File: config.mk
export PLATFORM = sky130hd
export DESIGN_NAME = frontend
export DESIGN_NICKNAME = d
export VERILOG_FILES = /design/src/frontend_pkg.sv /design/src/pc_gen.sv /design/src/fetch_unit.sv /design/src/multi_channel_fifo.sv /design/src/inst_decoder.sv /design/src/frontend.sv
export VERILOG_INCLUDE_DIRS = /design/src /design/src/include
export SDC_FILE = /design/constraint.sdc
export NUM_CORES = 2
export LEC_CHECK = 0
export ABC_AREA = 1
export BUFFER_PORTS_ARGS = -buffer_cell sky130_fd_sc_hd__buf_4
export CAP_MARGIN = 5
export CORE_MARGIN = 5
export CORE_UTILIZATION = 44
export CTS_BUF_LIST = sky130_fd_sc_hd__clkbuf_8
export CTS_CLUSTER_SIZE = 12
export DETAILED_ROUTE_END_ITERATION = 8
export MAX_ROUTING_LAYER = met4
export PLACE_DENSITY = 0.71
export REMOVE_ABC_BUFFERS = 1
export SLEW_MARGIN = 10
export SYNTH_ARGS = -nofsm -noshare
export SYNTH_HDL_FRONTEND = slang
export SYNTH_SLANG_ARGS = --single-unit
File: constraint.sdc
create_clock -name clk -period 11.1 [get_ports clk]
set_clock_uncertainty 0.1 [all_clocks]
set_input_delay 2.775 -clock clk [delete_from_list [all_inputs] [get_ports clk]]
set_output_delay 2.775 -clock clk [all_outputs]
set_load 0.02 [all_outputs]
File: src/include/frontend_params.svh
`ifndef FRONTEND_PARAMS_SVH
`define FRONTEND_PARAMS_SVH

// first fetch address after reset
`define FE_RESET_PC     32'h1c000000

// queue depths, kept to powers of two
`define FE_FETCH_DEPTH  8
`define FE_DECODE_DEPTH 4

`define FE_PC_WIDTH     32
`define FE_INST_WIDTH   32
`define FE_REG_WIDTH    5

// opcode field is inst[31:26]
`define FE_OP_ALU       6'd0
`define FE_OP_IMM_LO    6'd1
`define FE_OP_IMM_HI    6'd15
`define FE_OP_B         6'd20
`define FE_OP_BL        6'd21
`define FE_OP_BR_LO     6'd22
`define FE_OP_BR_HI     6'd27

`endif

File: src/frontend_pkg.sv
`include "frontend_params.svh"

package frontend_pkg;

    // byte address of an instruction
    typedef logic [`FE_PC_WIDTH-1:0] pc_t;

    // raw instruction word as fetched
    typedef logic [`FE_INST_WIDTH-1:0] inst_word_t;

    // architectural register index
    typedef logic [`FE_REG_WIDTH-1:0] reg_idx_t;

    // one request in flight at most
    typedef enum logic {
        FETCH_IDLE,
        FETCH_WAIT
    } fetch_state_e;

endpackage

File: src/pc_gen.sv
`timescale 1ns/1ps
`include "frontend_params.svh"

module pc_gen (
    input  logic               clk,
    input  logic               rst_n,
    input  logic               take_i,
    input  logic               redirect_i,
    input  frontend_pkg::pc_t  redirect_pc_i,
    input  logic               wait_i,
    input  logic               int_i,
    output frontend_pkg::pc_t  pc_o,
    output logic               locked_o
);
    import frontend_pkg::*;

    pc_t  pc_q;
    pc_t  pc_next_pair;
    logic lock_q;

    // next aligned pair, drops the odd-word offset after a redirect
    assign pc_next_pair = {pc_q[31:3] + 29'd1, 3'b000};

    always_ff @(posedge clk) begin
        if (!rst_n) begin
            pc_q <= `FE_RESET_PC;
        end else if (redirect_i) begin
            pc_q <= redirect_pc_i;
        end else if (take_i) begin
            pc_q <= pc_next_pair;
        end
    end

    // idle lock, an interrupt in the same cycle wins over wait
    always_ff @(posedge clk) begin
        if (!rst_n) begin
            lock_q <= 1'b0;
        end else if (wait_i && !int_i) begin
            lock_q <= 1'b1;
        end else if (int_i) begin
            lock_q <= 1'b0;
        end
    end

    assign pc_o     = pc_q;
    assign locked_o = lock_q;

endmodule

File: src/fetch_unit.sv
`timescale 1ns/1ps

module fetch_unit (
    input  logic                           clk,
    input  logic                           rst_n,
    input  frontend_pkg::pc_t              pc_i,
    input  logic                           locked_i,
    input  logic                           redirect_i,
    input  logic [3:0]                     fifo_free_i,
    output logic                           take_o,
    output logic                           imem_req_o,
    output frontend_pkg::pc_t              imem_addr_o,
    input  logic                           imem_resp_valid_i,
    input  logic [63:0]                    imem_resp_data_i,
    output logic [1:0]                     wr_num_o,
    output frontend_pkg::inst_word_t [1:0] wr_word_o,
    output frontend_pkg::pc_t [1:0]        wr_pc_o
);
    import frontend_pkg::*;

    fetch_state_e state_q;
    logic         req_q;
    logic         discard_q;
    pc_t          req_pc_q;
    logic         issue;
    logic         keep;

    // two free entries guarantee room for the whole pair on return
    assign issue = (state_q == FETCH_IDLE) && !locked_i && !redirect_i
                   && (fifo_free_i >= 4'd2);
    assign take_o = issue;

    // a response caught by a redirect is dropped
    assign keep = (state_q == FETCH_WAIT) && imem_resp_valid_i
                  && !discard_q && !redirect_i;

    always_ff @(posedge clk) begin
        if (!rst_n) begin
            state_q   <= FETCH_IDLE;
            req_q     <= 1'b0;
            discard_q <= 1'b0;
        end else begin
            req_q <= issue;
            case (state_q)
                FETCH_IDLE: begin
                    if (issue) begin
                        state_q <= FETCH_WAIT;
                    end
                end
                FETCH_WAIT: begin
                    if (imem_resp_valid_i) begin
                        state_q   <= FETCH_IDLE;
                        discard_q <= 1'b0;
                    end else if (redirect_i) begin
                        discard_q <= 1'b1;
                    end
                end
                default: state_q <= FETCH_IDLE;
            endcase
        end
    end

    always_ff @(posedge clk) begin
        if (issue) begin
            req_pc_q <= pc_i;
        end
    end

    // bus sees only the aligned pair address
    assign imem_req_o  = req_q;
    assign imem_addr_o = {req_pc_q[31:3], 3'b000};

    always_comb begin
        wr_word_o[1] = imem_resp_data_i[63:32];
        wr_pc_o[1]   = {req_pc_q[31:3], 3'b100};
        wr_pc_o[0]   = req_pc_q;
        if (req_pc_q[2]) begin
            // odd word entry, only the upper word belongs to the stream
            wr_word_o[0] = imem_resp_data_i[63:32];
            wr_num_o     = keep ? 2'd1 : 2'd0;
        end else begin
            wr_word_o[0] = imem_resp_data_i[31:0];
            wr_num_o     = keep ? 2'd2 : 2'd0;
        end
    end

endmodule

File: src/multi_channel_fifo.sv
`timescale 1ns/1ps

module multi_channel_fifo #(
    parameter int DATA_WIDTH = 32,
    parameter int DEPTH      = 4
) (
    input  logic                       clk,
    input  logic                       rst_n,
    input  logic                       flush_i,
    input  logic [1:0]                 write_num_i,
    input  logic [1:0][DATA_WIDTH-1:0] write_data_i,
    output logic [$clog2(DEPTH):0]     free_o,
    output logic [1:0]                 read_valid_o,
    input  logic [1:0]                 read_num_i,
    output logic [1:0][DATA_WIDTH-1:0] read_data_o
);
    localparam int PTR_W = $clog2(DEPTH);
    localparam int CNT_W = PTR_W + 1;

    logic [DATA_WIDTH-1:0] mem_q [DEPTH];
    logic [PTR_W-1:0]      head_q;
    logic [PTR_W-1:0]      tail_q;
    logic [PTR_W-1:0]      head_nxt;
    logic [PTR_W-1:0]      tail_nxt;
    logic [CNT_W-1:0]      count_q;
    logic [1:0]            pop_num;
    logic [1:0]            avail_num;

    // pointers wrap on their own since depth is a power of two
    assign head_nxt = head_q + 1'b1;
    assign tail_nxt = tail_q + 1'b1;

    // never pop more than the valid slots show
    assign avail_num = {read_valid_o[1], read_valid_o[0] & ~read_valid_o[1]};
    assign pop_num   = (read_num_i < avail_num) ? read_num_i : avail_num;

    // slot 1 is valid only together with slot 0
    assign read_valid_o = {count_q >= CNT_W'(2), count_q != '0};
    assign read_data_o[0] = mem_q[head_q];
    assign read_data_o[1] = mem_q[head_nxt];

    assign free_o = CNT_W'(DEPTH) - count_q;

    always_ff @(posedge clk) begin
        if (write_num_i != 2'd0) begin
            mem_q[tail_q] <= write_data_i[0];
        end
        if (write_num_i[1]) begin
            mem_q[tail_nxt] <= write_data_i[1];
        end
    end

    always_ff @(posedge clk) begin
        if (!rst_n) begin
            head_q  <= '0;
            tail_q  <= '0;
            count_q <= '0;
        end else if (flush_i) begin
            // flush also drops this cycle's writes
            head_q  <= '0;
            tail_q  <= '0;
            count_q <= '0;
        end else begin
            head_q  <= head_q + PTR_W'(pop_num);
            tail_q  <= tail_q + PTR_W'(write_num_i);
            count_q <= count_q + CNT_W'(write_num_i) - CNT_W'(pop_num);
        end
    end

endmodule

File: src/inst_decoder.sv
`timescale 1ns/1ps
`include "frontend_params.svh"

module inst_decoder (
    input  frontend_pkg::inst_word_t inst_i,
    output frontend_pkg::reg_idx_t   rj_o,
    output frontend_pkg::reg_idx_t   rk_o,
    output frontend_pkg::reg_idx_t   rd_o
);
    import frontend_pkg::*;

    logic [5:0] opcode;
    reg_idx_t   fld_rd;
    reg_idx_t   fld_rj;
    reg_idx_t   fld_rk;

    assign opcode = inst_i[31:26];
    assign fld_rd = inst_i[4:0];
    assign fld_rj = inst_i[9:5];
    assign fld_rk = inst_i[14:10];

    always_comb begin
        rj_o = '0;
        rk_o = '0;
        rd_o = '0;
        if (opcode == `FE_OP_ALU) begin
            // three register form
            rk_o = fld_rk;
            rj_o = fld_rj;
            rd_o = fld_rd;
        end else if (opcode >= `FE_OP_IMM_LO && opcode <= `FE_OP_IMM_HI) begin
            rj_o = fld_rj;
            rd_o = fld_rd;
        end else if (opcode == `FE_OP_BL) begin
            // link register is r1
            rd_o = 5'd1;
        end else if (opcode >= `FE_OP_BR_LO && opcode <= `FE_OP_BR_HI) begin
            // rd field is a second source for compare branches
            rk_o = fld_rd;
            rj_o = fld_rj;
        end
    end

endmodule

File: src/frontend.sv
`timescale 1ns/1ps
`include "frontend_params.svh"

module frontend (
    input  logic                           clk,
    input  logic                           rst_n,
    output logic                           imem_req_o,
    output frontend_pkg::pc_t              imem_addr_o,
    input  logic                           imem_resp_valid_i,
    input  logic [63:0]                    imem_resp_data_i,
    input  logic                           redirect_i,
    input  frontend_pkg::pc_t              redirect_pc_i,
    input  logic                           wait_i,
    input  logic                           int_i,
    input  logic                           backend_stall_i,
    input  logic [1:0]                     issue_num_i,
    output logic [1:0]                     inst_valid_o,
    output frontend_pkg::pc_t [1:0]        inst_pc_o,
    output frontend_pkg::inst_word_t [1:0] inst_word_o,
    output frontend_pkg::reg_idx_t [1:0]   inst_rj_o,
    output frontend_pkg::reg_idx_t [1:0]   inst_rk_o,
    output frontend_pkg::reg_idx_t [1:0]   inst_rd_o
);
    import frontend_pkg::*;

    localparam int FETCH_W = $bits(pc_t) + $bits(inst_word_t);
    localparam int DEC_W   = FETCH_W + 3 * $bits(reg_idx_t);

    pc_t                                fetch_pc;
    logic                               locked;
    logic                               take;
    logic [$clog2(`FE_FETCH_DEPTH):0]   fetch_free;
    logic [$clog2(`FE_DECODE_DEPTH):0]  dec_free;
    logic [1:0]                         wr_num;
    inst_word_t [1:0]                   wr_word;
    pc_t [1:0]                          wr_pc;
    logic [1:0][FETCH_W-1:0]            fetch_wr_data;
    logic [1:0][FETCH_W-1:0]            fetch_rd_data;
    logic [1:0]                         fetch_valid;
    logic [1:0]                         fetch_avail;
    logic [1:0]                         xfer_num;
    logic [1:0][DEC_W-1:0]              dec_wr_data;
    logic [1:0][DEC_W-1:0]              dec_rd_data;
    logic [1:0]                         pop_num;
    reg_idx_t [1:0]                     dec_rj;
    reg_idx_t [1:0]                     dec_rk;
    reg_idx_t [1:0]                     dec_rd;

    pc_gen u_pc_gen (
        .clk, .rst_n,
        .take_i(take), .redirect_i, .redirect_pc_i,
        .wait_i, .int_i,
        .pc_o(fetch_pc), .locked_o(locked)
    );

    fetch_unit u_fetch_unit (
        .clk, .rst_n,
        .pc_i(fetch_pc), .locked_i(locked), .redirect_i,
        .fifo_free_i(fetch_free), .take_o(take),
        .imem_req_o, .imem_addr_o, .imem_resp_valid_i, .imem_resp_data_i,
        .wr_num_o(wr_num), .wr_word_o(wr_word), .wr_pc_o(wr_pc)
    );

    multi_channel_fifo #(.DATA_WIDTH(FETCH_W), .DEPTH(`FE_FETCH_DEPTH)) fetch_fifo (
        .clk, .rst_n, .flush_i(redirect_i),
        .write_num_i(wr_num), .write_data_i(fetch_wr_data), .free_o(fetch_free),
        .read_valid_o(fetch_valid), .read_num_i(xfer_num), .read_data_o(fetch_rd_data)
    );

    // move as much as the fetch queue offers and the decoded queue can hold
    assign fetch_avail = {fetch_valid[1], fetch_valid[0] & ~fetch_valid[1]};
    assign xfer_num = (dec_free >= 3'(fetch_avail)) ? fetch_avail : dec_free[1:0];

    for (genvar i = 0; i < 2; i++) begin : g_lane
        assign fetch_wr_data[i] = {wr_pc[i], wr_word[i]};

        // decode sits between the two queues
        inst_decoder u_decoder (
            .inst_i(fetch_rd_data[i][$bits(inst_word_t)-1:0]),
            .rj_o(dec_rj[i]), .rk_o(dec_rk[i]), .rd_o(dec_rd[i])
        );

        assign dec_wr_data[i] = {fetch_rd_data[i], dec_rj[i], dec_rk[i], dec_rd[i]};
        assign {inst_pc_o[i], inst_word_o[i], inst_rj_o[i], inst_rk_o[i], inst_rd_o[i]}
            = dec_rd_data[i];
    end

    // the queue clips the pop to what it holds
    assign pop_num = backend_stall_i ? 2'd0 : issue_num_i;

    multi_channel_fifo #(.DATA_WIDTH(DEC_W), .DEPTH(`FE_DECODE_DEPTH)) decoded_fifo (
        .clk, .rst_n, .flush_i(redirect_i),
        .write_num_i(xfer_num), .write_data_i(dec_wr_data), .free_o(dec_free),
        .read_valid_o(inst_valid_o), .read_num_i(pop_num), .read_data_o(dec_rd_data)
    );

endmodule

==> results.cfg <==
[outcome]
status = finished clean

[clock_network]
clk_latency_ps = 860
post_cts_resize_count = 0
clkSlewWorstSetupHoldPaths_ps = 60
cts_tree = done
root_buffer = clkbuf_8
clk_path_buf_depth = 3
cts.sinks = 913
htreeDepth = 4
ctsHoldBuffers = 0
post-cts-setup-buffers = 0
cts_inserted_buffers = 152

[synthesis]
muxShareOfSynthArea_pct = 0.0194
async_flop_share_pct = 0
netlist_instances = 6290
yosys_warnings = 0
synth_top_family_by_area = compound AO/OA/AOI/OAI gates
ys_seq_elements = 913
synth_top_area_share_pct = 48.8
ys_types = 50
synth_area_leaders = edfxtp_1 49%, o21ai_0 11%, nand2_1 11%, nor2_1 4.5%, inv_1 3.4%
synth_edf_count = 836
synth_flop_cell = edfxtp_1
synth_xor_area_share_pct = 0.425
yosysMostFrequentCell = nand2_1
synthTopCellsByCount = 1476 x nand2_1, 1149 x o21ai_0, 836 x edfxtp_1
syn-cell-area_um2 = 51500
ys_seq_area_share_pct = 51.8
synth_top_area_cell = edfxtp_1
synth_fa_ha_area_share_pct = 0.793
syn_area_per_cell_um2 = 8.18
synthSimpleGateAreaFrac_pct = 18.6
synth-compound-area-share_pct = 20.1

[global_route]
track_usage_pct = 27.3
grt_pass1_vias = 43700
grt_pass1_wl_um = 257000
antenna_found_initial = 15
overflow = 0
grt_max_degree = 203

[power]
pwr-share-seq_pct = 34.7
p_sw_share_pct = 46.0
p_leak_nw = 22.8
vdd_ir_drop_max_v = 0.000371
clockPowerShare_pct = 17.7
internal_power_mw = 8.39
power_switching_mw = 7.14
power.density_nw_per_um2 = 274
pwr-share-comb_pct = 47.6

[floorplan]
dieArea_um2 = 124000
pin_count = 298
initial_core_util_pct = 44.3
core_area_um2 = 116000
rows = 125
die_h_um = 352
fp.dieW_um = 352

[setup_path]
path_common_cell = buf_4
slowest_stage = buf_4
start_kind = flip-flop
worstPathCellList = buf_4 -> inv_4 -> buf_4 -> o21ai_0 -> o22ai_1 -> buf_4
required_ps = 8230
criticalPathCategory = flip-flop to output pin
cp_top_family = buffers and inverters
critPathMaxStageDelay_ps = 880
cp.buffers_inverters = 4
critPathMaxFanout = 106
end_kind = output pin
worstPathArrival_ps = 4250

[cells_and_area]
fillers = 10700
final_cells = 7969
final_core_util_pct = 48.7
syn2layout_area_growth_pct = 9.92
regArea_um2 = 26700
multi_input_area_um2 = 20700
nets = 6454
drive_gt1_share_pct = 10.3

[sta]
worst_slew_pin_slew_ps = 1330
max-slew-margin-rel_pct = 11.4
period_minus_slack_ps = 7120
rsz0062_at_grt = false
hold_viol = 0
slew_viol_final = 0
period_share_pct = 64.2
clock.fmax_mhz = 140
setup_viol = 0
fin_ws_ps = 3980

[drt]
wl_per_cell_um = 21.5
drt_iter0_drc = 6003
vias_per_cell = 5.83
drt-total-wl_um = 171000
vias = 46500
drc = 0
ant_nets = 0
firstDrtPassIters = 7

[placement]
finalWeightedCongestion = 0.903
io_buffer_count = 294
placed_cells = 7690
hpwl_um = 108000
place_ws_ps = 4300

[min_path]
hold_path.class = flip-flop to flip-flop

[flow_run]
max-cap-violations = 0
## layout by cell type, fill, tap and decap left out, drive strengths merged, types with 4 or more instances in the layout
cell,n
nand2,1496
o21ai,1297
edfxtp,836
nor2,637
inv,536
buf,364
a21oi,345
nand3,233
clkbuf,158
o22ai,152
o211ai,98
dfxtp,77
a31oi,53
clkinv,44
ha,23
diode,17
xor2,17
nor3,17
fa,6
or2,6
a22oi,5
clkinvlp,5
xnor2,5
nand3b,4
## worst reg2reg max path: cells and delay by family (launching register included)
family | cells | cell delay, ps
DFF | 1 | 670
and+or+nand+nor | 10 | 1990
buffers and inverters | 2 | 1780
## metrics by stage
stage	power, mW	instance area [um2]	setup TNS (ps)	hold WS [ps]
after floorplan	10.1	49000	-2082420	309
after global placement	12.6	53900	0	313
after detailed placement	12.8	53900	0	315
after CTS	15.5	56500	0	329
after global routing	16.5	56600	0	356
final	15.5	56600	0	329
## per-layer routing
layer	vias up	share of wire (%)	global-route usage (%)
li1	21600	-	-
met5	-	0	-
met2	2767	46	42.5
met1	21700	39	34.6
met3	463	11	5.95
met4	0	4.1	11.6
## power by group through the flow
stage / logic, mW / registers (mW) / clock network (mW)
final: 7.39 / 5.40 / 2.74
after global routing: 8.08 / 5.45 / 2.93
after CTS: 7.32 / 5.38 / 2.76
after detailed placement: 7.30 / 5.45 / 0
after global placement: 7.13 / 5.44 / 0
after floorplan: 4.53 / 5.57 / 0
## path summary, 6_finish.rpt
check | depth (start not counted) | startpoint | end | slack, ps
worst max-delay path | 6 | decoded_fifo.head_q[0] | inst_pc_o[27] | 3980
worst min-delay path | 0 | u_pc_gen.pc_o[2] | u_fetch_unit.req_pc_q[2] | 330
worst max register to register | 12 | fetch_fifo.head_q[0] | decoded_fifo.mem_q[1][10] | 6440
worst min register to register | 0 | u_pc_gen.pc_o[2] | u_fetch_unit.req_pc_q[2] | 330
## cell type report
cell class / instances / share of cell area [%]
diodes: 17 / 0.0752
clock buffers: 158 / 3.84
clock inverters: 104 / 0.891
inverters: 483 / 3.24
multi-input cells: 4406 / 36.6
flip-flops and latches: 913 / 47.1
well taps: 1524 / 3.37
repair buffers: 364 / 4.85
## flip-flops by register name, indices dropped and copies added, names as in the netlist
name                     cells
decoded_fifo.count_q         3
decoded_fifo.head_q          2
decoded_fifo.mem_q         316
decoded_fifo.tail_q          2
fetch_fifo.count_q           4
fetch_fifo.head_q            3
fetch_fifo.mem_q           512
fetch_fifo.tail_q            3
u_fetch_unit.discard_q       1
u_fetch_unit.imem_req_o      1
u_fetch_unit.req_pc_q       32
u_fetch_unit.state_q         1
u_pc_gen.locked_o            1
u_pc_gen.pc_o               32
## kinds of logic (layout without fill, tap and decap cells)
kind of cell,Yosys count,after routing
AO/OA/AOI/OAI,1952,1952
flip-flops,913,913
other,1,20
multiplexers,1,1
AND/OR/NAND/NOR,2399,2399
buffers and inverters,973,1109
XOR/XNOR,22,22
adder cells (fa/ha/maj),29,29
(Power assumes the default switching activity.)
